==> config.mk <==
export PLATFORM = sky130hd
export DESIGN_NAME = core_ctrl
export DESIGN_NICKNAME = d
export VERILOG_FILES = /design/src/hw/core_pkg.sv /design/src/hw/core_ctrl.sv
export SDC_FILE = /design/constraint.sdc
export NUM_CORES = 1
export LEC_CHECK = 0
export BUFFER_PORTS_ARGS = -buffer_cell sky130_fd_sc_hd__buf_2
export CAP_MARGIN = 20
export CORE_UTILIZATION = 34
export DETAILED_ROUTE_END_ITERATION = 6
export PLACE_DENSITY = 0.89
export SLEW_MARGIN = 20
export SYNTH_ARGS = -nofsm -noshare
export SYNTH_HDL_FRONTEND = slang
export SYNTH_SLANG_ARGS = --single-unit
==> constraint.sdc <==
create_clock -name clk -period 2.2 [get_ports clk]
set_clock_uncertainty 0.15 [all_clocks]
set_input_delay 0.44 -clock clk [delete_from_list [all_inputs] [get_ports clk]]
set_output_delay 0.44 -clock clk [all_outputs]
set_load 0.05 [all_outputs]
==> src/hw/core_pkg.sv <==
package core_pkg;

    // Core geometry
    localparam int IMEM_ADDR_WIDTH = 10;
    localparam int RF_ADDR_WIDTH = 5;
    localparam int DATA_WIDTH = 32;
    localparam int MASK_WIDTH = 8;

    // Network ID this core answers to
    localparam logic [9:0] CORE_ID = 10'd1;

    // Instruction opcodes, all-zero word decodes as NOP
    typedef enum logic [5:0] {
        NOP = 6'd0,
        ADDU, SUBU, AND, OR, MOV,
        BEQZ, BNEQZ, BLTZ, BGTZ,
        JALR, BAR, WAIT
    } opcode_e;

    // 16-bit instruction word
    typedef struct packed {
        opcode_e                  opcode;
        logic [RF_ADDR_WIDTH-1:0] rd;
        // Source register or signed branch offset
        logic [RF_ADDR_WIDTH-1:0] rs_imm;
    } instruction_s;

    typedef enum logic [2:0] {NET_NULL, NET_INSTR, NET_REG, NET_PC, NET_BAR} net_op_e;

    // One-cycle network command
    typedef struct packed {
        logic [9:0]                 ID;
        net_op_e                    net_op;
        logic [IMEM_ADDR_WIDTH-1:0] net_addr;
        logic [DATA_WIDTH-1:0]      net_data;
    } net_packet_s;

    typedef enum logic [1:0] {IDLE, RUN, ERR} state_e;

    typedef struct packed {
        logic [IMEM_ADDR_WIDTH-1:0] pc;
        state_e                     state;
        logic [MASK_WIDTH-1:0]      barrier_mask;
        logic [MASK_WIDTH-1:0]      barrier;
    } debug_s;

    // Fetch to decode
    typedef struct packed {
        instruction_s               instruction;
        logic [IMEM_ADDR_WIDTH-1:0] pc;
    } fetch_s;

    // Decode to execute
    typedef struct packed {
        instruction_s               instruction;
        logic [IMEM_ADDR_WIDTH-1:0] pc;
        logic [RF_ADDR_WIDTH-1:0]   rd_addr;
        logic [DATA_WIDTH-1:0]      rd_val;
        logic [DATA_WIDTH-1:0]      rs_val;
        logic                       writes_rf;
    } exec_s;

    // Network commands decoded for this core
    typedef struct packed {
        logic                       pc_write_idle;
        logic                       imem_write;
        logic                       reg_write;
        logic [IMEM_ADDR_WIDTH-1:0] address;
        logic [DATA_WIDTH-1:0]      data;
    } net_cmd_s;

endpackage

==> src/hw/core_ctrl.sv <==
module core_ctrl
(
    input  logic                            clk,
    input  logic                            n_reset,
    input  core_pkg::net_packet_s           net_packet_i,
    input  logic                            bar_commit_i,
    input  logic [core_pkg::MASK_WIDTH-1:0] bar_value_i,
    input  logic                            wait_commit_i,
    input  logic                            exec_writes_i,
    output core_pkg::net_cmd_s              net_cmd_o,
    output logic                            stall_o,
    output core_pkg::state_e                state_o,
    output logic [core_pkg::MASK_WIDTH-1:0] barrier_o,
    output logic                            exception_o,
    output logic [core_pkg::MASK_WIDTH-1:0] barrier_mask_o,
    output logic [core_pkg::MASK_WIDTH-1:0] barrier_reg_o
);

    core_pkg::state_e                state_r;
    core_pkg::state_e                state_n;
    logic [core_pkg::MASK_WIDTH-1:0] barrier_r;
    logic [core_pkg::MASK_WIDTH-1:0] mask_r;
    logic                            exception_r;
    logic                            id_match;
    logic                            pc_write;
    logic                            bar_write;

    // Packet counts only for our ID and a real op
    assign id_match = (net_packet_i.ID == core_pkg::CORE_ID)
        && (net_packet_i.net_op != core_pkg::NET_NULL);
    assign pc_write = id_match && (net_packet_i.net_op == core_pkg::NET_PC);
    assign bar_write = id_match && (net_packet_i.net_op == core_pkg::NET_BAR);

    assign net_cmd_o = '{pc_write_idle: pc_write && (state_r == core_pkg::IDLE),
                         imem_write: id_match && (net_packet_i.net_op == core_pkg::NET_INSTR),
                         reg_write: id_match && (net_packet_i.net_op == core_pkg::NET_REG),
                         address: net_packet_i.net_addr,
                         data: net_packet_i.net_data};

    // Imem port busy, register port conflict, or not running
    assign stall_o = net_cmd_o.imem_write
        || (net_cmd_o.reg_write && exec_writes_i)
        || (state_r != core_pkg::RUN);

    always_comb
    begin
        state_n = state_r;
        case (state_r)
            core_pkg::IDLE:
                if (net_cmd_o.pc_write_idle)
                    state_n = core_pkg::RUN;
            core_pkg::RUN:
                if (wait_commit_i)
                    state_n = core_pkg::IDLE;
            default:
                state_n = state_r;
        endcase
        // Exception overrides everything, one edge after it is flagged
        if (exception_r)
            state_n = core_pkg::ERR;
    end

    always_ff @(posedge clk)
    begin
        if (!n_reset)
        begin
            state_r <= core_pkg::IDLE;
            barrier_r <= '0;
            mask_r <= '0;
            exception_r <= 1'b0;
        end
        else
        begin
            state_r <= state_n;
            // PC packet seeds the barrier, BAR updates it
            if (net_cmd_o.pc_write_idle)
                barrier_r <= net_packet_i.net_data[core_pkg::MASK_WIDTH-1:0];
            else if (bar_commit_i)
                barrier_r <= bar_value_i;
            if (bar_write && (state_r != core_pkg::ERR))
                mask_r <= net_packet_i.net_data[core_pkg::MASK_WIDTH-1:0];
            // Sticky, PC write outside IDLE
            if (pc_write && (state_r != core_pkg::IDLE))
                exception_r <= 1'b1;
        end
    end

    assign state_o = state_r;
    assign barrier_o = mask_r & barrier_r;
    assign exception_o = exception_r;
    assign barrier_mask_o = mask_r;
    assign barrier_reg_o = barrier_r;

    // BAR and WAIT from execute may only retire while running
    commit_in_run_a: assert property (@(posedge clk) disable iff (!n_reset)
        (bar_commit_i || wait_commit_i) |-> (state_r == core_pkg::RUN))
        else $error("Instruction committed outside RUN");

endmodule

==> key figures <==
Outcome
  – Status: finished clean

Worst setup path
  – Crit path max fanout: 2
  – CP Launch Type: input port
  – Critical Path RT: 1.61 ns
  – CP arrival: 1.52 ns
  – WS Path Type: input port to output pin
  – Crit. End Element: output pin

Power and ir drop
  – Power per cell area: 512 mW/mm^2
  – Worst IR drop on VDD: 156 uV
  – Leak: 0.705 nW

Route
  – Post-Route WL: 2660 um
  – Vias per cell: 4.66
  – Drt first pass iters: 2
  – Drt wl/cell: 11.6 um
  – Antenna-violating nets left: 0
  – Residual DRC: 0
  – Initial drt markers: 62
  – Routed vias: 1068

Job
  – MaxCap Viol Count: 0

Clock tree
  – Clk slew on worst S/H paths: 0.07 ns
  – Post-CTS setup buffers: 0
  – Worst skew pair latency: 0.25 ns
  – Inserted Clock Buffers: 3
  – Root buffer cell: clkbuf_8
  – Hold-fix buffers, CTS: 0
  – CTS tree: built
  – Clock Tree Buf Depth: 2
  – Clock Sink Count: 19
  – H-tree depth: 1

Synth
  – Synth warnings: 0
  – Synth Cell Area: 0.00126 mm^2
  – Post-synth top area share: 30.1%
  – Synth area leader: dfxtp_1
  – Sequential share of the synthesized area: 30.1%
  – Synth area leaders: dfxtp_1, buf_4, mux2_2, mux2i_1, nand2_1
  – Yosys cell types: 25
  – Post-Syn Instances: 151
  – Avg Cell Area, Syn: 8.38 um^2
  – FF+latch count, synth: 19
  – Syn_nets: 219

GRT
  – GR Util All Layers: 13.8%
  – Vias in the first global route: 971
  – Antenna violations before repair: 0
  – First-pass GRT wire length: 4260 um
  – Gr ovfl total: 0
  – Largest net degree at the start of global routing: 29

Placed design
  – HPWL after DPL: 2060 um
  – Inst Count DP: 225
  – RePlAce Congestion: 0.644
  – IO buf count: 72

STA
  – Final Hold Viols: 0
  – Worst slew margin: 68.3%
  – Maximum clock rate: 474 MHz
  – Final setup viols: 0
  – Worst-margin pin slew: 0.476 ns
  – Tmin final: 2.11 ns
  – Period utilisation layout: 96.0%
  – RSZ-0062 raised after global routing: false
  – Slew Limit Fails: 0
  – Final setup TNS: 0 ns

Worst hold path
  – HP Class: input port to register

Floorplan
  – Die extent in y: 63.0 um
  – Initial Util: 36.8%
  – I/O pins: 141
  – Core area: 0.00344 mm^2
  – Die Area: 0.00397 mm^2
  – Die Span X: 63.0 um
  – # rows: 21

Final layout
  – Fin cells: 229
  – P&R area growth vs syn: 15.6%
  – Final nets: 252
  – Number of diodes: 0
  – Share of cells above drive strength 1: 51.9%
  – Filler cells: 354
==> critical path, stage by stage <==
cell and delay [ns]:
buf_2 0.10, nor4_2 0.33, buf_4 0.17, nand4_1 0.12
inv_1 0.09, buf_2 0.26
==> Yosys cell counts, drive strengths merged <==
master,n
a21oi,1
and2,8
buf,43
clkbuf,4
dfxtp,19
inv,2
mux2,9
mux2i,8
nand2,19
nand2b,2
nand3,10
nand4,2
nand4b,1
nor2,2
nor2b,1
nor3b,3
nor4,2
nor4bb,1
o21a,1
o21ai,11
or2,1
or4,1
==> per-layer routing <==
layer	up-vias	track usage [%]	routed length (um)
met5	-	0	0
met4	0	5.81	28
met3	4	3.10	221
met2	50	25.7	1340
met1	484	14.8	1070
li1	530	-	-
==> stage by stage <==
stage	hold WS (ns)	worst slack (ns)	power, mW	instance area (um^2)	utilization (%)
2_1_floorplan	0.443	-0.0902	0.643	1280	-
3_3_place_gp	0.302	-0.00357	0.519	1400	40.6
3_5_place_dp	0.313	-0.0664	0.522	1400	40.6
4_1_cts	0.304	0.0000666	0.760	1450	42.1
5_1_grt	0.324	0.00984	0.791	1460	42.5
6_report	0.309	0.0883	0.749	1460	42.5
==> cell usage in the layout (no fill, tap or decap) <==
| master | instances |
|---|---|
| nand3_2 | 1 |
| buf_2 | 69 |
| nand4b_1 | 1 |
| nor2b_1 | 1 |
| or2_2 | 1 |
| buf_4 | 3 |
| nor4_4 | 1 |
| clkbuf_4 | 2 |
| o21ai_1 | 8 |
| nor4_2 | 1 |
| nor3b_2 | 2 |
| mux2_2 | 9 |
| nor4bb_1 | 1 |
| inv_1 | 2 |
| o21a_1 | 1 |
| nand4_1 | 2 |
| dfxtp_1 | 19 |
| clkbuf_1 | 1 |
| a21oi_1 | 1 |
| nor2_1 | 1 |
| nor3b_1 | 1 |
| o21ai_2 | 1 |
| nand2b_1 | 2 |
| nand2_1 | 19 |
| or4_1 | 1 |
| and2_1 | 8 |
| nand3_1 | 9 |
| o21ai_0 | 2 |
| mux2i_1 | 8 |
| buf_12 | 1 |
| nor2_2 | 1 |
| clkbuf_8 | 3 |
==> path summary, 6_finish.rpt <==
kind                                       start                        endpoint  slack [ns]  cells after the start
setup / recovery                net_packet_i[48]                   net_cmd_o[44]        0.09                      6
hold reg to reg   barrier_mask_o[2]$_SDFFE_PN0P_  barrier_mask_o[2]$_SDFFE_PN0P_        0.32                      2
setup reg to reg         state_o[1]$_SDFFE_PN0P_   barrier_reg_o[6]$_SDFFE_PN0P_        0.39                      3
hold / removal                   net_packet_i[4]   barrier_reg_o[4]$_SDFFE_PN0P_        0.31                      3
==> registers in the layout, indices dropped and copies added, names as in the netlist <==
| register | flops |
|---|---|
| barrier_reg_o | 8 |
| state_o | 2 |
| exception_o | 1 |
| barrier_mask_o | 8 |
==> logic make-up after synthesis <==
| kind of cell | count (synthesis) | share of synthesized area, % |
|---|---|---|
| AO/OA/AOI/OAI | 13 | 5.34 |
| AND/OR/NAND/NOR | 53 | 23.1 |
| buffers and inverters | 49 | 27.1 |
| multiplexers | 17 | 14.3 |
| flip-flops | 19 | 30.1 |
==> power by group <==
group / internal (mW) / total [mW] / switching [mW]
Combinational: 0.0553 / 0.158 / 0.102
Sequential: 0.353 / 0.357 / 0.00472
Clock: 0.128 / 0.234 / 0.105
==> cell type report <==
cell class              instances  area (um^2)  area share, %
repair buffers                 75          403           27.5
inverters                       2         7.51          0.513
well taps                      46         57.6           3.93
flip-flops and latches         19          380           26.0
clock buffers                   4         45.0           3.08
multi-input cells              83          569           38.9
==> what timing repair did <==
item / CTS / global route
gates cloned: 0 / 0
gates resized for setup: 2 / 3
setup endpoints to repair: 3 / 3
No activity file was read; power rests on OpenSTA's default activity.
