--- src/hw/core_pkg.sv ---
package core_pkg;

    // Core geometry
    localparam int IMEM_ADDR_WIDTH = 10;
    localparam int RF_ADDR_WIDTH = 5;
    localparam int DATA_WIDTH = 32;
    localparam int MASK_WIDTH = 8;

    // Network ID this core answers to
    localparam logic [9:0] CORE_ID = 10'd1;

    // Instruction opcodes, all-zero word decodes as NOP
    typedef enum logic [5:0] {
        NOP = 6'd0,
        ADDU, SUBU, AND, OR, MOV,
        BEQZ, BNEQZ, BLTZ, BGTZ,
        JALR, BAR, WAIT
    } opcode_e;

    // 16-bit instruction word
    typedef struct packed {
        opcode_e                  opcode;
        logic [RF_ADDR_WIDTH-1:0] rd;
        // Source register or signed branch offset
        logic [RF_ADDR_WIDTH-1:0] rs_imm;
    } instruction_s;

    typedef enum logic [2:0] {NET_NULL, NET_INSTR, NET_REG, NET_PC, NET_BAR} net_op_e;

    // One-cycle network command
    typedef struct packed {
        logic [9:0]                 ID;
        net_op_e                    net_op;
        logic [IMEM_ADDR_WIDTH-1:0] net_addr;
        logic [DATA_WIDTH-1:0]      net_data;
    } net_packet_s;

    typedef enum logic [1:0] {IDLE, RUN, ERR} state_e;

    typedef struct packed {
        logic [IMEM_ADDR_WIDTH-1:0] pc;
        state_e                     state;
        logic [MASK_WIDTH-1:0]      barrier_mask;
        logic [MASK_WIDTH-1:0]      barrier;
    } debug_s;

    // Fetch to decode
    typedef struct packed {
        instruction_s               instruction;
        logic [IMEM_ADDR_WIDTH-1:0] pc;
    } fetch_s;

    // Decode to execute
    typedef struct packed {
        instruction_s               instruction;
        logic [IMEM_ADDR_WIDTH-1:0] pc;
        logic [RF_ADDR_WIDTH-1:0]   rd_addr;
        logic [DATA_WIDTH-1:0]      rd_val;
        logic [DATA_WIDTH-1:0]      rs_val;
        logic                       writes_rf;
    } exec_s;

    // Network commands decoded for this core
    typedef struct packed {
        logic                       pc_write_idle;
        logic                       imem_write;
        logic                       reg_write;
        logic [IMEM_ADDR_WIDTH-1:0] address;
        logic [DATA_WIDTH-1:0]      data;
    } net_cmd_s;

endpackage

--- src/hw/decode_stage.sv ---
module decode_stage
(
    input  logic                               clk,
    input  logic                               n_reset,
    input  core_pkg::fetch_s                   fetch_i,
    input  logic                               stall_i,
    input  logic                               flush_i,
    input  logic                               wb_en_i,
    input  logic [core_pkg::RF_ADDR_WIDTH-1:0] wb_addr_i,
    input  logic [core_pkg::DATA_WIDTH-1:0]    wb_data_i,
    input  logic [core_pkg::DATA_WIDTH-1:0]    rs_val_i,
    input  logic [core_pkg::DATA_WIDTH-1:0]    rd_val_i,
    output logic [core_pkg::RF_ADDR_WIDTH-1:0] rs_addr_o,
    output logic [core_pkg::RF_ADDR_WIDTH-1:0] rd_addr_o,
    output core_pkg::exec_s                    exec_o
);

    logic [core_pkg::DATA_WIDTH-1:0] rs_val;
    logic [core_pkg::DATA_WIDTH-1:0] rd_val;
    logic                            writes_rf;
    logic                            fwd_rs;
    logic                            fwd_rd;
    core_pkg::exec_s                 exec_r;

    assign rs_addr_o = fetch_i.instruction.rs_imm;
    assign rd_addr_o = fetch_i.instruction.rd;

    // Ops that produce a register result
    assign writes_rf = fetch_i.instruction.opcode inside {core_pkg::ADDU, core_pkg::SUBU,
        core_pkg::AND, core_pkg::OR, core_pkg::MOV, core_pkg::JALR};

    // Bypass the value being written back this cycle
    // r0 never forwards
    assign fwd_rs = wb_en_i && (wb_addr_i == rs_addr_o) && (rs_addr_o != '0);
    assign fwd_rd = wb_en_i && (wb_addr_i == rd_addr_o) && (rd_addr_o != '0);
    assign rs_val = fwd_rs ? wb_data_i : rs_val_i;
    assign rd_val = fwd_rd ? wb_data_i : rd_val_i;

    always_ff @(posedge clk)
    begin
        if (!n_reset)
            exec_r <= '0;
        else if (!stall_i)
        begin
            // Taken branch squashes the instruction behind it
            if (flush_i)
                exec_r <= '0;
            else
                exec_r <= '{instruction: fetch_i.instruction,
                            pc: fetch_i.pc,
                            rd_addr: rd_addr_o,
                            rd_val: rd_val,
                            rs_val: rs_val,
                            writes_rf: writes_rf};
        end
    end

    assign exec_o = exec_r;

endmodule

--- config.mk ---
export PLATFORM = sky130hd
export DESIGN_NAME = decode_stage
export DESIGN_NICKNAME = d
export VERILOG_FILES = /design/src/hw/core_pkg.sv /design/src/hw/decode_stage.sv
export SDC_FILE = /design/constraint.sdc
export NUM_CORES = 1
export LEC_CHECK = 0
export BUFFER_PORTS_ARGS = -buffer_cell sky130_fd_sc_hd__buf_2
export CAP_MARGIN = 40
export CORE_MARGIN = 4
export CORE_UTILIZATION = 25
export CTS_BUF_LIST = sky130_fd_sc_hd__clkbuf_8
export DETAILED_ROUTE_END_ITERATION = 10
export SLEW_MARGIN = 25
export SYNTH_ARGS = -nofsm -noshare
export SYNTH_HDL_FRONTEND = slang
export SYNTH_SLANG_ARGS = --single-unit
--- constraint.sdc ---
create_clock -name clk -period 2.3 [get_ports clk]
set_clock_uncertainty 0.15 [all_clocks]
set_input_delay 0.46 -clock clk [delete_from_list [all_inputs] [get_ports clk]]
set_output_delay 0.46 -clock clk [all_outputs]
set_load 0.05 [all_outputs]
==> flow_metrics.env, run 1 <==
export IMPL_synth_top_area_cell="dfxtp_1"
export IMPL_internal_power_mw=2.343
export IMPL_ys_flop_type="dfxtp_1"
export IMPL_yosysSeqAreaShare_pct=44.84
export IMPL_hold_viol_final=0
export IMPL_layoutNonFillerInstCount=894
export IMPL_path_class="in2reg"
export IMPL_total_leakage_power_nw=3.043
export IMPL_die_h_microns=135.5
export IMPL_synth_area_leaders="dfxtp_1, a211o_1, o221ai_1"
export IMPL_port_buffers=237
export IMPL_start_util_pct=25.57
export IMPL_drive_above_1_share_pct=41.15
export IMPL_outcome="finished, final reports clean"
export IMPL_power_total_mw=3.521
export IMPL_grt_max_degree=67
export IMPL_remaining_drc_errors=0
export IMPL_p_clk_share_pct=30.0
export IMPL_slew_headroom_pct=72.89
export IMPL_num_rows=46
export IMPL_grt_overflow_total=0
export IMPL_worstSetupEndpointType="flop"
export IMPL_post_cts_setup_buffers=0
export IMPL_avgViaCountPerCell=4.650
export IMPL_clock_latency_ps=380
export IMPL_synth_seq_cells=91
export IMPL_detail_route_first_pass_iterations=5
export IMPL_start_kind="input pin"
export IMPL_die_w_microns=135.5
export IMPL_seq_power_share_pct=47.4
export IMPL_cts_max_path_buffers=2
export IMPL_ys_warnings_count=0
export IMPL_htree_num_levels=3
export IMPL_setup_violations_final=0
export IMPL_ant_nets=0
export IMPL_cp_slowest_cell="or4_1"
export IMPL_area_delta_synth_final_pct=38.96
export IMPL_arrival_ps=2010
export IMPL_vdd_drop_max_mv=0.2344
export IMPL_dp_cells=878
export IMPL_hold_buffers=0
export IMPL_vias=4157
export IMPL_track_usage_pct=15.41
export IMPL_tns_ps=0
export IMPL_clk_pin_slew_ps=100
export IMPL_die_area_sq_mm=0.01835
export IMPL_ys_async_sr_fraction_pct=0
export IMPL_path_max_fanout=32
export IMPL_slowest_delay_ps=570
export IMPL_synth_top_area_share_pct=44.84
export IMPL_wirelength_mm=14.84
export IMPL_synth_cell_types=30
export IMPL_period_share_pct=81.89
export IMPL_comb_power_share_pct=22.6
export IMPL_fin_nets=805
export IMPL_crit_required_ps=2430
export IMPL_core_region_area_sq_mm=0.01589
export IMPL_tightest_slew_ps=403.0
export IMPL_power_switching_mw=1.178
export IMPL_fin_crit_ps=1883
export IMPL_cts_tree="done"
export IMPL_clock_root_buffer="clkbuf_8"
export IMPL_dp_hpwl_mm=10.99
export IMPL_rsz0062_at_grt="no"
export IMPL_p_per_area_mw_per_mm2=623.7
export IMPL_max_freq_ghz=0.5310
export IMPL_mappedNetlistArea_sq_mm=0.004063
export IMPL_synth_edff_count=0
export IMPL_gp_congestion=0.7360
export IMPL_syn_inst=461
export IMPL_drtIter0Drc=152
export IMPL_antenna_found_initial=0
export IMPL_cts_inserted_buffers=9
export IMPL_maxSlewViolCount=0
export IMPL_switching_share_pct=33.46
export IMPL_largest_register_ffs=91
export IMPL_syn_nets=593
export IMPL_hp_class="in2reg"
export IMPL_antennaDiodeCount=0
export IMPL_io_pins=238
export IMPL_grt_pass1_vias=4059
export IMPL_path_cells="buf_2, or4_1, o211ai_4, buf_12, nor4_1, a211o_1"
export IMPL_cts_resized=0
export IMPL_routedWlPerCell_microns=16.60
export IMPL_syn_area_per_cell_sq_um=8.813
export IMPL_cts_sinks=91
export IMPL_drv_cap=0
export IMPL_grt_pass1_wl_mm=21.89
## area by class of cell
cell class | count | area (sq um)
clock buffers | 11 | 151.4
clock inverters | 5 | 36.28
fillers | 1717 | 10240
inverters | 34 | 127.6
multi-input cells | 279 | 1819
flip-flops and latches | 91 | 1822
well taps | 216 | 270.3
repair buffers | 258 | 1419
## synth_stat cells, types with 3 or more instances
cell type   n
xnor2_1     5
buf_4      18
and3_1     32
nor2_1      3
o221ai_1   32
a211o_1    32
xor2_1      4
inv_1      34
nand2_1    67
nor4_1     34
nor3b_1     5
dfxtp_1    91
clkbuf_1   33
a21oi_1     5
a22oi_1    22
buf_2       3
buf_6       3
nor2b_1    26
## worst max-delay path, delay by kind of cell
family / cells / cell delay (ps)
AND/OR/NAND/NOR: 2 / 660
AO/OA/AOI/OAI: 2 / 510
buffers and inverters: 2 / 340
## stage by stage
step	area [sq um]	utilization, %	setup slack, ps	hold WS [ps]
after CTS	5645	35.54	467.2	85.44
after global placement	5458	34.36	59.67	290.0
final	5645	35.54	416.6	119.9
after floorplan	4063	-	320.0	427.8
after global routing	5645	35.54	373.3	86.70
after detailed placement	5458	34.36	52.75	295.1
## worst paths after layout
| check | to | cells past startpoint | startpoint | slack (ps) |
|---|---|---|---|---|
| worst min register to register | exec_o[4]$_SDFFE_PN0N_ | 2 | exec_o[4]$_SDFFE_PN0N_ | 310 |
| worst max-delay path | exec_o[63]$_SDFFE_PN0N_ | 6 | fetch_i[17] | 420 |
| worst max register to register | exec_o[54]$_SDFFE_PN0N_ | 2 | exec_o[54]$_SDFFE_PN0N_ | 1300 |
| worst min-delay path | exec_o[40]$_SDFFE_PN0N_ | 2 | rd_val_i[7] | 120 |
## placed cells by master (no fill, tap or decap), types with 3 or more instances in the layout
master      instances
a22oi_1            22
a21oi_1             5
xnor2_1             5
inv_1              34
nor2b_1            26
a211o_1            32
xor2_1              4
buf_12              6
buf_4              15
nor3b_1             5
clkbuf_8           11
clkinvlp_4          3
dfxtp_1            91
and3_1             32
nand2_1            67
o221ai_1           32
buf_2             237
nor4_1             34
nor2_1              3
## cell families (layout without fill, tap and decap cells)
logic type      after synthesis  in the layout  share of synthesized area (%)
simple gates                173            173                          22.45
compound gates               97             97                          20.05
flops                        91             91                          44.84
buf+inv                      91            308                          10.72
xor+xnor                      9              9                          1.940
## per-layer routing
layer	vias to the layer above	track usage [%]	part of all wire, %
met4	0	4.535	0.74
li1	2069	-	-
met1	1918	19.84	43
met3	8	5.201	8.7
met5	-	0	0
met2	162	24.59	47
## power groups by stage
stage,sequential (mW),clock [mW],combinational [mW]
after global routing,1.68,1.17,0.847
after global placement,1.71,0,0.801
after floorplan,1.93,0,0.285
after CTS,1.67,1.11,0.803
final,1.67,1.06,0.794
after detailed placement,1.71,0,0.802
No activity file was read; power rests on OpenSTA's default activity.
==> inputs of run 2 (changes only) <==
- ABC_AREA: default -> 1
- clock period: 2.3 -> 1.9 ns (I/O delays scaled with it)
==> flow_metrics.env, run 2 <==
export IMPL_power_total_mw=4.379
export IMPL_die_w_microns=144.2
export IMPL_yosysMostFrequentCell="nand2_1"
export IMPL_synth_edff_count=0
export IMPL_grt_overflow_total=0
export IMPL_tightest_slew_ps=427.0
export IMPL_hold_buffers=0
export IMPL_clk_pin_slew_ps=90
export IMPL_cts_max_path_buffers=2
export IMPL_synthXorXnorAreaFrac_pct=0.1890
export IMPL_area_delta_synth_final_pct=33.91
export IMPL_num_rows=49
export IMPL_synth_cell_types=23
export IMPL_synth_area_leaders="dfxtp_1, nand2_1, nand3_1"
export IMPL_hold_start="fetch_i[7]"
export IMPL_rr_startpoint="exec_o[5]$_SDFFE_PN0N_"
export IMPL_ant_nets=0
export IMPL_synth_compound_area_share_pct=10.50
export IMPL_hold_viol_final=0
export IMPL_outcome="finished, final reports clean"
export IMPL_mappedNetlistArea_sq_mm=0.004634
export IMPL_crit_required_ps=1370
export IMPL_grt_pass1_vias=4961
export IMPL_fin_nets=1047
export IMPL_start_kind="flop"
export IMPL_track_usage_pct=15.75
export IMPL_synth_top_family_by_area="simple AND/OR/NAND/NOR gates"
export IMPL_max_freq_ghz=0.6272
export IMPL_gp_congestion=0.8392
export IMPL_yosysSeqAreaShare_pct=39.31
export IMPL_wirelength_mm=16.99
export IMPL_cts_sinks=91
export IMPL_drtIter0Drc=230
export IMPL_critPathTopFamily="flip-flops"
export IMPL_total_leakage_power_nw=3.268
export IMPL_drive_above_1_share_pct=30.47
export IMPL_synth_adder_area_share_pct=0
export IMPL_worstSetupEndpointType="output port"
export IMPL_clock_root_buffer="clkbuf_8"
export IMPL_die_h_microns=144.2
export IMPL_start_util_pct=25.62
export IMPL_post_cts_setup_buffers=0
export IMPL_largest_register_ffs=91
export IMPL_final_cell_mix="buf_2, nand2_1, inv_1, nand3_1"
export IMPL_grt_max_degree=90
export IMPL_synth_top_area_share_pct=39.31
export IMPL_syn_area_per_cell_sq_um=6.527
export IMPL_hp_class="in2reg"
export IMPL_grt_pass1_wl_mm=25.91
export IMPL_ys_top_cells_by_count="nand2_1, inv_1, nand3_1"
export IMPL_antennaDiodeCount=0
export IMPL_path_max_fanout=2
export IMPL_vdd_drop_max_mv=0.3515
export IMPL_final_common_cell="buf_2"
export IMPL_drv_cap=0
export IMPL_synth_top_area_cell="dfxtp_1"
export IMPL_htree_num_levels=3
export IMPL_period_share_pct=83.92
export IMPL_die_area_sq_mm=0.02078
export IMPL_tns_ps=0
export IMPL_slew_headroom_pct=71.54
export IMPL_synthSimpleGateAreaFrac_pct=33.32
export IMPL_cts_tree="done"
export IMPL_ys_async_sr_fraction_pct=0
export IMPL_rsz0062_at_grt="no"
export IMPL_synth_area_mux_share_pct=0
export IMPL_cts_resized=0
export IMPL_path_cells="buf_2"
export IMPL_port_buffers=237
export IMPL_maxSlewViolCount=0
export IMPL_syn_nets=842
export IMPL_syn_inst=710
export IMPL_vias=5214
export IMPL_routedWlPerCell_microns=14.80
export IMPL_clock_latency_ps=360
export IMPL_p_per_area_mw_per_mm2=705.6
export IMPL_cp_slowest_cell="dfxtp_1"
export IMPL_path_buf_inv=1
export IMPL_path_class="reg2out"
export IMPL_cts_inserted_buffers=9
export IMPL_io_pins=238
export IMPL_ys_warnings_count=0
export IMPL_remaining_drc_errors=0
export IMPL_n_fill_cell=2021
export IMPL_slowest_delay_ps=400
export IMPL_dp_hpwl_mm=12.25
export IMPL_core_region_area_sq_mm=0.01809
export IMPL_fin_crit_ps=1594
export IMPL_startpoint="exec_o[31]$_SDFFE_PN0N_"
export IMPL_arrival_ps=1060
export IMPL_setup_violations_final=0
export IMPL_avgViaCountPerCell=4.542
export IMPL_antenna_found_initial=0
export IMPL_ys_flop_type="dfxtp_1"
export IMPL_detail_route_first_pass_iterations=4
export IMPL_synth_seq_cells=91
==> run 2: changes by cell type in the layout (fill, tap and decap cells not counted), sizes merged, moves of 5 or more <==
cell,change
a211o,-32
a21oi,+86
a22oi,-22
and3,-32
inv,+76
nand2,+139
nand3,+98
nand4,+32
nor2,+5
nor2b,-26
nor3b,-5
nor4,-33
o221ai,-32
xnor2,-5
==> run 2: layer usage <==
| layer | track usage [%] | part of all wire, % | wire length [microns] |
|---|---|---|---|
| met5 | 0 | 0 | 0 |
| met4 | 5.400 | 1.9 | 330 |
| met3 | 4.464 | 8.5 | 1442 |
| met2 | 25.06 | 44 | 7510 |
| met1 | 20.55 | 45 | 7710 |
==> run 2: final cells by class <==
| type | instances | area [sq um] | area share (%) |
|---|---|---|---|
| clock buffers | 9 | 123.9 | 1.996 |
| clock inverters | 6 | 58.81 | 0.9476 |
| flip-flops and latches | 91 | 1822 | 29.35 |
| multi-input cells | 444 | 2052 | 33.06 |
| repair buffers | 258 | 1446 | 23.31 |
| well taps | 229 | 286.5 | 4.617 |
| inverters | 111 | 416.7 | 6.714 |
==> run 2: power by group <==
part / internal, mW / switching, mW / total, mW
registers: 1.98 / 0.0392 / 2.02
logic: 0.306 / 0.726 / 1.03
clock network: 0.593 / 0.733 / 1.33
total: 2.88 / 1.50 / 4.38
==> run 2: cell families (layout without fill, tap and decap cells) <==
| kind of cell | count (synthesis) | after routing |
|---|---|---|
| DFF | 91 | 91 |
| buffers and inverters | 175 | 384 |
| and+or+nand+nor | 347 | 347 |
| AOI/OAI and AO/OA | 96 | 96 |
| xor gates and xnor gates | 1 | 1 |
==> run 2: worst paths after layout <==
| path | to | slack (ps) | cells past startpoint |
|---|---|---|---|
| max reg2reg | exec_o[5]$_SDFFE_PN0N_ | 1070 | 2 |
| min reg2reg | exec_o[74]$_SDFFE_PN0N_ | 310 | 2 |
| min | exec_o[77]$_SDFFE_PN0N_ | 100 | 3 |
| max | exec_o[31] | 310 | 1 |
==> run 2: worst register-to-register path, stage by stage (launching register included) <==
cell     delay [ps]
dfxtp_1         350
nand2_1          60
a21oi_1         190
==> run 2: through the flow <==
stage                     hold slack [ps]  cell area (sq um)  setup slack (ps)  instances  util, %
after floorplan                     374.7               4634             425.0        710        -
after global placement              295.2               6023             105.1       1133    33.30
after detailed placement            297.4               6023             84.75       1133    33.30
after CTS                           59.16               6206             262.0       1148    34.31
after global routing                75.02               6206             236.9       1148    34.31
final                               99.10               6206             305.6       1148    34.31
