--- config.mk ---
export PLATFORM = sky130hd
export DESIGN_NAME = execute_stage
export DESIGN_NICKNAME = d
export VERILOG_FILES = /design/src/hw/core_pkg.sv /design/src/hw/execute_stage.sv
export SDC_FILE = /design/constraint.sdc
export NUM_CORES = 1
export LEC_CHECK = 0
export BUFFER_PORTS_ARGS = -buffer_cell sky130_fd_sc_hd__buf_2
export CAP_MARGIN = 0
export CORE_MARGIN = 5
export CORE_UTILIZATION = 49
export DETAILED_ROUTE_END_ITERATION = 12
export GPL_ROUTABILITY_DRIVEN = 0
export PLACE_DENSITY = 0.85
export SLEW_MARGIN = 20
export SYNTH_ARGS = -nofsm -noshare
export SYNTH_HDL_FRONTEND = slang
export SYNTH_SLANG_ARGS = --single-unit
--- constraint.sdc ---
create_clock -name vclk -period 5.58
set_input_delay 0.558 -clock vclk [all_inputs]
set_output_delay 0.558 -clock vclk [all_outputs]
set_load 0.01 [all_outputs]
--- src/hw/core_pkg.sv ---
package core_pkg;

    // Core geometry
    localparam int IMEM_ADDR_WIDTH = 10;
    localparam int RF_ADDR_WIDTH = 5;
    localparam int DATA_WIDTH = 32;
    localparam int MASK_WIDTH = 8;

    // Network ID this core answers to
    localparam logic [9:0] CORE_ID = 10'd1;

    // Instruction opcodes, all-zero word decodes as NOP
    typedef enum logic [5:0] {
        NOP = 6'd0,
        ADDU, SUBU, AND, OR, MOV,
        BEQZ, BNEQZ, BLTZ, BGTZ,
        JALR, BAR, WAIT
    } opcode_e;

    // 16-bit instruction word
    typedef struct packed {
        opcode_e                  opcode;
        logic [RF_ADDR_WIDTH-1:0] rd;
        // Source register or signed branch offset
        logic [RF_ADDR_WIDTH-1:0] rs_imm;
    } instruction_s;

    typedef enum logic [2:0] {NET_NULL, NET_INSTR, NET_REG, NET_PC, NET_BAR} net_op_e;

    // One-cycle network command
    typedef struct packed {
        logic [9:0]                 ID;
        net_op_e                    net_op;
        logic [IMEM_ADDR_WIDTH-1:0] net_addr;
        logic [DATA_WIDTH-1:0]      net_data;
    } net_packet_s;

    typedef enum logic [1:0] {IDLE, RUN, ERR} state_e;

    typedef struct packed {
        logic [IMEM_ADDR_WIDTH-1:0] pc;
        state_e                     state;
        logic [MASK_WIDTH-1:0]      barrier_mask;
        logic [MASK_WIDTH-1:0]      barrier;
    } debug_s;

    // Fetch to decode
    typedef struct packed {
        instruction_s               instruction;
        logic [IMEM_ADDR_WIDTH-1:0] pc;
    } fetch_s;

    // Decode to execute
    typedef struct packed {
        instruction_s               instruction;
        logic [IMEM_ADDR_WIDTH-1:0] pc;
        logic [RF_ADDR_WIDTH-1:0]   rd_addr;
        logic [DATA_WIDTH-1:0]      rd_val;
        logic [DATA_WIDTH-1:0]      rs_val;
        logic                       writes_rf;
    } exec_s;

    // Network commands decoded for this core
    typedef struct packed {
        logic                       pc_write_idle;
        logic                       imem_write;
        logic                       reg_write;
        logic [IMEM_ADDR_WIDTH-1:0] address;
        logic [DATA_WIDTH-1:0]      data;
    } net_cmd_s;

endpackage

--- src/hw/execute_stage.sv ---
module execute_stage
(
    input  core_pkg::exec_s                      exec_i,
    input  logic                                 stall_i,
    input  core_pkg::net_cmd_s                   net_cmd_i,
    input  core_pkg::state_e                     state_i,
    output logic                                 branch_taken_o,
    output logic                                 jump_o,
    output logic [core_pkg::IMEM_ADDR_WIDTH-1:0] jump_target_o,
    output logic                                 wb_en_o,
    output logic [core_pkg::RF_ADDR_WIDTH-1:0]   wb_addr_o,
    output logic [core_pkg::DATA_WIDTH-1:0]      wb_data_o,
    output logic                                 bar_commit_o,
    output logic [core_pkg::MASK_WIDTH-1:0]      bar_value_o,
    output logic                                 wait_commit_o
);

    logic [core_pkg::DATA_WIDTH-1:0]             alu_result;
    logic [core_pkg::IMEM_ADDR_WIDTH-1:0]        pc_plus1;
    logic signed [core_pkg::IMEM_ADDR_WIDTH-1:0] offset;
    logic                                        branch_cond;
    logic                                        commit;
    core_pkg::opcode_e                           op;

    assign op = exec_i.instruction.opcode;
    assign pc_plus1 = exec_i.pc + 1'b1;
    // Sign-extend the 5-bit branch offset
    assign offset = $signed(exec_i.instruction.rs_imm);

    // Instruction retires only in an unstalled RUN cycle
    assign commit = !stall_i && (state_i == core_pkg::RUN);

    always_comb
    begin
        alu_result = '0;
        branch_cond = 1'b0;
        case (op)
            core_pkg::ADDU:  alu_result = exec_i.rd_val + exec_i.rs_val;
            core_pkg::SUBU:  alu_result = exec_i.rd_val - exec_i.rs_val;
            core_pkg::AND:   alu_result = exec_i.rd_val & exec_i.rs_val;
            core_pkg::OR:    alu_result = exec_i.rd_val | exec_i.rs_val;
            core_pkg::MOV:   alu_result = exec_i.rs_val;
            core_pkg::BAR:   alu_result = exec_i.rs_val;
            // Link address
            core_pkg::JALR:  alu_result = {{(core_pkg::DATA_WIDTH - core_pkg::IMEM_ADDR_WIDTH){1'b0}},
                                           pc_plus1};
            // Branches look at rd only
            core_pkg::BEQZ:  branch_cond = (exec_i.rd_val == '0);
            core_pkg::BNEQZ: branch_cond = (exec_i.rd_val != '0);
            core_pkg::BLTZ:  branch_cond = exec_i.rd_val[core_pkg::DATA_WIDTH-1];
            core_pkg::BGTZ:  branch_cond = !exec_i.rd_val[core_pkg::DATA_WIDTH-1]
                                           && (exec_i.rd_val != '0);
            default:         alu_result = '0;
        endcase
    end

    assign branch_taken_o = branch_cond && commit;
    assign jump_o = (op == core_pkg::JALR) && commit;
    assign jump_target_o = (op == core_pkg::JALR)
        ? exec_i.rs_val[core_pkg::IMEM_ADDR_WIDTH-1:0]
        : exec_i.pc + offset;

    // Network write wins the register port
    assign wb_en_o = net_cmd_i.reg_write || (exec_i.writes_rf && commit);
    assign wb_addr_o = net_cmd_i.reg_write
        ? net_cmd_i.address[core_pkg::RF_ADDR_WIDTH-1:0]
        : exec_i.rd_addr;
    assign wb_data_o = net_cmd_i.reg_write ? net_cmd_i.data : alu_result;

    assign bar_commit_o = (op == core_pkg::BAR) && commit;
    assign bar_value_o = alu_result[core_pkg::MASK_WIDTH-1:0];
    assign wait_commit_o = (op == core_pkg::WAIT) && commit;

endmodule

==> out/qor.csv, run 1 <==
stage,metric,value,unit
place,dp_hpwl,12850,um
critical_path,cp-start-kind,input pin,
critical_path,crit_chain,buf_2 -> inv_1 -> ha_1 -> nand3b_1 -> nand3b_1 -> nor3_1 -> nand2_1 -> nor2_1 -> a21oi_1 -> xnor2_1 -> ha_1 -> a21oi_1 -> o21ai_0 -> a21oi_1 -> o221ai_1 -> a21oi_1 -> o41ai_1 -> xnor2_1 -> o221ai_1 -> buf_2,
synth,synth_commonest_cells,"a21oi_1, nand2_1, o21ai_0",
clock_network,hold_buffers,0,
final_layout,seqCellArea,0,um2
global_routing,grt_pass1_vias,5457,
detailed_routing,drtPass1Iterations,5,
synth,syn_inst,639,
min_path,hold-path-endpoint,wb_en_o,
sta,setup_viol,0,
floorplanning,die_x,101.7,um
global_routing,antenna_found_initial,0,
detailed_routing,wl_per_cell,17.50,um
final_layout,fillerInstances,779,
place,placed_cell_area,5187,um2
synth,yosys_warnings,0,
clock_network,cts_setup_buffers,0,
critical_path,path_max_fanout,6,
sta,hold_ws,1.393,ns
min_path,min_path_cells,4,
final_layout,fin_area,5194,um2
critical_path,cp.required,5.02,ns
synth,synth.avg_cell_area,6.442,um2
final_layout,nClkBuffers,0,
floorplanning,die_area,10330,um2
synth,yosys.area.top_type_share,0.1337,
pwr,power,0.0004886,W
pwr,powerDensity,94.08,nW/um2
critical_path,crit_slowest_cell,nor3_1,
global_routing,grt_pass1_wl,25200,um
sta,tightest_slew,1.036,ns
synth,synth.largest_area_cell,ha_1,
sta,rsz0062_at_grt,no,
place,io_buffer_count,192,
critical_path,setup.worst_path.class,in2out,
synth,yosys.cell_types.count,57,
critical_path,arrival,4.57,ns
final_layout,seq_cells,0,
critical_path,cp_common_cell,a21oi_1,
detailed_routing,wirelength,16060,um
synth,synth_area,4116,um2
place,place_inst,918,
synth,ys_seq_area_frac,0,
global_routing,grt_overflow,0,
status,run_status,"finished, final reports clean",
job,drv_cap,0,
pwr,peakVddDrop,0.00005712,V
sta,slew-limit-headroom,0.3077,
floorplanning,rows,33,
final_layout,drive_above_1_share,0.2780,
sta,period_minus_slack,5.123,ns
final_layout,syn2layout_area_growth,26.17,%
detailed_routing,drt_iter0_drc,348,
detailed_routing,drt.antenna.violating_nets,0,
min_path,min_from,exec_i[0],
sta,slew_violations,0,
floorplanning,start_util,0.5010,
global_routing,grt_max_degree,41,
synth,yosysMostFrequentCell,a21oi_1,
critical_path,cp-end-kind,output pin,
floorplanning,core-area,8217,um2
detailed_routing,drc,0,
final_layout,antennaDiodeCount,0,
sta,fin_crit_sh,0.9182,
global_routing,grtUsageTotal,0.2918,
critical_path,max_stage_delay,0.44,ns
sta,max_freq,195.2,MHz
floorplanning,die_h,101.7,um
final_layout,nNetsFinal,1005,
final_layout,layoutNonFillerInstCount,918,
floorplanning,ios,204,
min_path,hold_path_class,in2out,
pwr,p_leak,2.527,nW
sta,tns,0,ns
synth,synth.net_count,829,
synth,synthTopCellsByArea,"ha_1, a21oi_1, xnor2_1, nand2_1, xor2_1",
detailed_routing,vias,5748,
detailed_routing,via_per_inst,6.261,
sta,final-hold-violation-count,0,
-- stage by stage --
stage                     worst slack, ns  utilization
final                              0.4565       0.6321
after global routing               0.1567       0.6321
after CTS                          0.4705       0.6313
after detailed placement           0.4913       0.6313
after global placement             0.6644       0.6313
after floorplan                     1.033            -
-- cells by family after synthesis --
kind of cell | Yosys count | synth area share
xor gates and xnor gates | 73 | 0.1571
and+or+nand+nor | 207 | 0.2435
adders and majority gates | 46 | 0.1435
muxes | 15 | 0.04073
AOI/OAI and AO/OA | 247 | 0.3687
buffers and inverters | 51 | 0.04650
-- power by group --
part           internal, W  switching, W  total [W]
Clock                    0             0          0
Combinational     0.000213      0.000276   0.000489
Sequential               0             0          0
-- cell type report --
type	instances	area (um2)	share of cell area
multi-input cells	588	3951	0.7608
repair buffers	199	1013	0.1951
well taps	105	131.4	0.02530
inverters	26	97.59	0.01879
-- worst max-delay path, delay by kind of cell --
family | cells | cell delay [ns]
xor+xnor | 2 | 0.29
buf+inv | 3 | 0.44
simple gates | 5 | 1.36
compound gates | 8 | 1.32
fa+ha+maj | 2 | 0.58
-- worst max-delay path by stage --
stage | cells after the start | from | slack, ns | endpoint
floorplan | 15 | exec_i[95] | 1.03 | wb_data_o[28]
global placement | 17 | exec_i[6] | 0.66 | wb_data_o[31]
detailed placement | 17 | exec_i[6] | 0.49 | wb_data_o[31]
CTS | 17 | exec_i[6] | 0.47 | wb_data_o[31]
global route | 20 | exec_i[1] | 0.16 | wb_data_o[31]
finish | 20 | exec_i[1] | 0.46 | wb_data_o[31]
-- placed cells by master (no fill, tap or decap), drive strengths merged, types with 3 or more instances in the layout --
cell type and instances:
inv 26, nand2b 7, a31oi 10, mux2 14, buf 199, nand4 10, nand3 12, a211oi 3
and2 3, a21oi 100, nor2 45, o221ai 8, xnor2 42, or3 3, a21o 17, o21ai 47
ha 44, a22oi 16, o21a 7, xor2 31, o22ai 4, o21bai 3, a221o 3, nand2 73
nor2b 8, o31ai 6, nor4 15, and3 7, nor3 13, o41ai 6
-- per-layer routing --
metal	wire length, um	part of all wire	global-route usage
met1	6315	0.39	0.3549
met2	7751	0.48	0.5327
met3	1572	0.098	0.03512
met4	424	0.026	0.08793
met5	0	0	0
-- repair_timing --
item,4_1_cts,5_1_grt
setup endpoints to repair,0,1
gates resized for setup,0,1
endpoints found under the hold margin,0,0
Power figures use the tool's default switching activity.
==> run 2: changes to the inputs <==
Settings changed: REMOVE_ABC_BUFFERS from default to 1.
==> run 2 against run 1 <==
Effect of this change:
- cell count rose by 0.11%
- sequential cell count did not move
- utilization is 0.23 points higher
- die area did not move
- first-iteration DRC count up 1.7%
- combinational power up 0.8%
- maximum frequency increased by 0.34%
- count of clock-buffer cells in the layout unchanged
- hold slack improved by 0.00075 ns
- via count up 0.78%
- critical path type unchanged
- largest cell class unchanged
==> out/qor.csv, run 2 (synthesis gave the netlist of run 1 again) <==
stage,metric,value,unit,change
status,run_status,"finished, final reports clean",,
critical_path,cp-start-kind,input pin,,
detailed_routing,drt.antenna.violating_nets,0,,unchanged
global_routing,grt_overflow,0,,unchanged
detailed_routing,via_per_inst,6.304,,+0.67%
place,placed_cell_area,5206,um2,+0.36%
sta,period_minus_slack,5.106,ns,-0.01736 ns
global_routing,grt_pass1_vias,5371,,-1.6%
critical_path,setup.worst_path.class,in2out,,
final_layout,nClkBuffers,0,,unchanged
final_layout,seq_cells,0,,unchanged
pwr,p_leak,2.537,nW,+0.40%
critical_path,cp-end-kind,output pin,,
final_layout,fin_area,5213,um2,+0.36%
clock_network,cts_setup_buffers,0,,unchanged
floorplanning,ios,204,,unchanged
critical_path,arrival,4.55,ns,-0.02 ns
detailed_routing,drtPass1Iterations,5,,unchanged
global_routing,grtUsageTotal,0.2892,,-0.002588
sta,slew-limit-headroom,0.2799,,-0.02782
sta,rsz0062_at_grt,no,,
sta,slew_violations,0,,unchanged
min_path,hold_path_class,in2out,,
detailed_routing,vias,5793,,+0.78%
sta,hold_ws,1.394,ns,+0.0007500 ns
global_routing,grt_max_degree,41,,unchanged
pwr,powerDensity,94.58,nW/um2,+0.53%
final_layout,nNetsFinal,1006,,+0.10%
floorplanning,core-area,8217,um2,unchanged
sta,setup_viol,0,,unchanged
detailed_routing,drt_iter0_drc,354,,+1.7%
final_layout,drive_above_1_share,0.2789,,+0.0008870
critical_path,cp.required,5.02,ns,about the same
global_routing,antenna_found_initial,0,,unchanged
critical_path,crit_slowest_cell,nor3_1,,
job,drv_cap,0,,unchanged
sta,tns,0,ns,unchanged
floorplanning,die_x,101.7,um,unchanged
place,dp_slack,0.5442,ns,+0.05287 ns
sta,fin_ws,0.4739,ns,+0.01736 ns
detailed_routing,wirelength,16160,um,+0.61%
sta,fin_crit_sh,0.9151,,-0.003111
floorplanning,die_area,10330,um2,unchanged
place,io_buffer_count,192,,unchanged
final_layout,mostFrequentLayoutCells,"buf_2, a21oi_1, nand2_1",,
critical_path,cp_common_cell,a21oi_1,,
pwr,peakVddDrop,0.00005311,V,-7.0%
sta,max_freq,195.8,MHz,+0.34%
floorplanning,start_util,0.5010,,unchanged
final_layout,antennaDiodeCount,0,,unchanged
critical_path,crit_chain,buf_2 -> inv_1 -> ha_1 -> nand3b_1 -> nand3b_1 -> nor3_1 -> nand2_1 -> nor2_1 -> a21oi_1 -> xnor2_1 -> ha_1 -> a21oi_1 -> o21ai_0 -> a21oi_1 -> o221ai_1 -> a21oi_1 -> o41ai_1 -> xnor2_1 -> o221ai_1 -> buf_2,,
sta,tightest_slew,1.076,ns,+0.04096 ns
global_routing,grt_pass1_wl,25060,um,-0.55%
final_layout,fillerInstances,753,,-3.3%
critical_path,path_max_fanout,6,,unchanged
sta,final-hold-violation-count,0,,unchanged
floorplanning,rows,33,,unchanged
final_layout,syn2layout_area_growth,26.63,%,
floorplanning,die_h,101.7,um,unchanged
place,dp_hpwl,12870,um,+0.16%
final_layout,seqCellArea,0,um2,unchanged
pwr,power,0.0004930,W,+0.89%
final_layout,final_common_cell,buf_2,,
detailed_routing,wl_per_cell,17.59,um,+0.50%
critical_path,max_stage_delay,0.40,ns,-0.04 ns
detailed_routing,drc,0,,unchanged
[run 2: cell types whose count changed in the layout (fill, tap and decap cells not counted), sizes merged]
cell	delta
buf	+1
[run 2: critical path: cells and delay by family]
kind                       cells  cell delay (ns)
adders and majority gates      2             0.55
AOI/OAI and AO/OA              8             1.29
xor gates and xnor gates       2             0.36
buffers and inverters          3             0.45
and+or+nand+nor                5             1.31
[run 2: layer usage]
metal  GRT usage  up-vias  share of wire  wire (um)
met1      0.3597     2622           0.37       6051
met5           0        -              0          0
li1            -     2745              -          -
met3     0.03306       63           0.11       1744
met4      0.1012        0          0.040        641
met2      0.5126      363           0.48       7726
[run 2: final timing paths]
check / start / end / slack, ns / depth (start not counted)
hold / removal: exec_i[0] / wb_en_o / 1.39 / 4
setup / recovery: exec_i[1] / wb_data_o[31] / 0.47 / 20
[run 2: what timing repair did]
item                                   4_1_cts  5_1_grt
resized for setup                            0        1
endpoints found under the hold margin        0        0
hold buffers                                 0        0
setup endpoints to repair                    0        1
[run 2: layout make-up]
type | count | area, um2 | share of cell area
timing repair buffer | 200 | 1021 | 0.1959
inverter | 26 | 97.59 | 0.01872
multi-input combinational | 588 | 3963 | 0.7602
tap | 105 | 131.4 | 0.02520
[run 2: power breakdown]
part / internal, W / total (W) / switching, W
clock network: 0 / 0 / 0
registers: 0 / 0 / 0
logic: 0.000213 / 0.000493 / 0.000280
total: 0.000213 / 0.000493 / 0.000280
[run 2: through the flow]
stage / utilization / instances
floorplan: - / 614
global placement: 0.6336 / 919
detailed placement: 0.6336 / 919
CTS: 0.6336 / 919
global route: 0.6344 / 919
finish: 0.6344 / 919
==> run 3: changes to the inputs <==
Settings changed: GPL_TIMING_DRIVEN from default to 0, PLACE_DENSITY 0.85 to 0.93.
==> run 3 against run 2 <==
Effect of this change:
- total power is 1.5% lower
- critical endpoint is now wb_data_o[28]
- routed wire length down 5.1%
- final area is essentially flat
- via count decreased by 2.1%
- sequential cell count unchanged
- non-clock buffer count increased by 1
- combinational power fell by 1%
- critical path type unchanged
- largest cell class unchanged
- count of clock-buffer cells in the layout is the same
- first-iteration DRC count up 3.4%
- maximum frequency fell by 3.0%
- setup slack lost 0.16 ns
==> out/qor.csv, run 3 (synthesis gave the netlist of run 1 again) <==
stage,metric,value,unit,change
critical_path,cp-end-kind,output pin,,
final_layout,seqCellArea,0,um2,unchanged
floorplanning,start_util,0.5010,,unchanged
final_layout,nNetsFinal,1007,,+0.099%
clock_network,cts_setup_buffers,0,,unchanged
sta,slew_violations,0,,unchanged
min_path,hold_path_class,in2out,,
detailed_routing,drc,0,,unchanged
sta,max_freq,190.1,MHz,-3.0%
global_routing,grtUsageTotal,0.2740,,-0.01520
place,placed_cell_area,5191,um2,-0.29%
sta,rsz0062_at_grt,no,,
critical_path,arrival,4.70,ns,+0.15 ns
detailed_routing,drt_iter0_drc,366,,+3.4%
floorplanning,die_x,101.7,um,unchanged
sta,slew-limit-headroom,0.3239,,+0.04402
final_layout,final_common_cell,buf_2,,
final_layout,seq_cells,0,,unchanged
sta,fin_crit_sh,0.9430,,+0.02789
sta,period_minus_slack,5.262,ns,+0.1556 ns
global_routing,grt_max_degree,41,,unchanged
detailed_routing,drt.antenna.violating_nets,0,,unchanged
detailed_routing,vias,5669,,-2.1%
floorplanning,rows,33,,unchanged
final_layout,syn2layout_area_growth,26.54,%,about the same
final_layout,mostFrequentLayoutCells,"buf_2, a21oi_1, nand2_1",,
place,place_inst,920,,+0.11%
min_path,min_path_cells,4,,unchanged
global_routing,antenna_found_initial,0,,unchanged
final_layout,nClkBuffers,0,,unchanged
critical_path,cp-start-kind,input pin,,
critical_path,cp.required,5.02,ns,about the same
place,dp_hpwl,12550,um,-2.5%
floorplanning,ios,204,,unchanged
pwr,powerDensity,93.23,nW/um2,-1.4%
job,drv_cap,0,,unchanged
pwr,p_leak,2.546,nW,+0.36%
critical_path,setup.worst_path.class,in2out,,
floorplanning,core-area,8217,um2,unchanged
global_routing,grt_overflow,0,,unchanged
sta,tightest_slew,1.011,ns,-0.06519 ns
sta,setup_viol,0,,unchanged
pwr,peakVddDrop,0.00005535,V,+4.2%
critical_path,path_max_fanout,11,,+5
detailed_routing,via_per_inst,6.162,,-2.2%
detailed_routing,wl_per_cell,16.67,um,-5.2%
final_layout,layoutNonFillerInstCount,920,,+0.11%
final_layout,antennaDiodeCount,0,,unchanged
detailed_routing,wirelength,15340,um,-5.1%
final_layout,drive_above_1_share,0.2834,,+0.004566
floorplanning,die_h,101.7,um,unchanged
floorplanning,die_area,10330,um2,unchanged
global_routing,grt_pass1_vias,5164,,-3.9%
detailed_routing,drtPass1Iterations,5,,unchanged
sta,final-hold-violation-count,0,,unchanged
status,run_status,"finished, final reports clean",,
place,io_buffer_count,192,,unchanged
min_path,min_from,exec_i[0],,
final_layout,fin_area,5209,um2,about the same
min_path,hold-path-endpoint,wb_en_o,,
global_routing,grt_pass1_wl,23690,um,-5.5%
run 3: worst max-delay path, cell delays in order:
cell,delay [ns]
buf_2,0.10
or2_2,0.33
nor2_1,0.23
nand2_1,0.16
nor3_4,0.48
a21oi_1,0.11
xnor2_1,0.16
ha_1,0.34
a21o_1,0.22
a221o_1,0.43
a221oi_2,0.41
o21a_1,0.31
o21bai_1,0.11
a211oi_1,0.31
xor2_1,0.20
o21ai_0,0.08
buf_2,0.15
run 3: what timing repair did:
action,in CTS,in global routing
hold buffers,0,0
gates resized for setup,0,3
setup endpoints to repair,0,9
run 3: stage by stage:
stage / setup slack (ns) / utilization / TNS (ns) / power, W / hold WS (ns)
6_report: 0.3183 / 0.6339 / 0 / 0.0004856 / 1.400
5_1_grt: 0.07938 / 0.6339 / 0 / 0.0005338 / 1.429
4_1_cts: 0.03081 / 0.6318 / 0 / 0.0004776 / 1.402
3_5_place_dp: 0.05640 / 0.6318 / 0 / 0.0004745 / 1.400
3_3_place_gp: -2.668 / 0.6225 / -58.77 / 0.0004630 / 1.390
2_1_floorplan: 0.5661 / - / 0 / 0.0003019 / 1.170
run 3: area by class of cell:
class                      instances  area [um2]
fill                             764        3008
tap                              105       131.4
timing repair buffer             201        1008
multi-input combinational        588        3971
inverter                          26       97.59
run 3: worst max path at each step:
| stage | start | to | slack [ns] | cells past startpoint |
|---|---|---|---|---|
| after detailed placement | exec_i[95] | wb_data_o[28] | 0.06 | 15 |
| after CTS | exec_i[95] | wb_data_o[28] | 0.03 | 15 |
| final | exec_i[95] | wb_data_o[28] | 0.32 | 17 |
| after floorplan | exec_i[95] | wb_data_o[10] | 0.57 | 4 |
| after global routing | exec_i[7] | wb_data_o[31] | 0.08 | 17 |
| after global placement | exec_i[95] | wb_data_o[9] | -2.67 | 6 |
run 3: power breakdown:
group / switching, W / internal (W)
clock: 0 / 0
combinational: 0.000273 / 0.000212
sequential: 0 / 0
run 3: metal layers:
layer / routed length [um] / GRT usage
met2: 7227 / 0.4738
met5: 0 / 0
met1: 5978 / 0.3477
met3: 1769 / 0.03719
met4: 364 / 0.09407
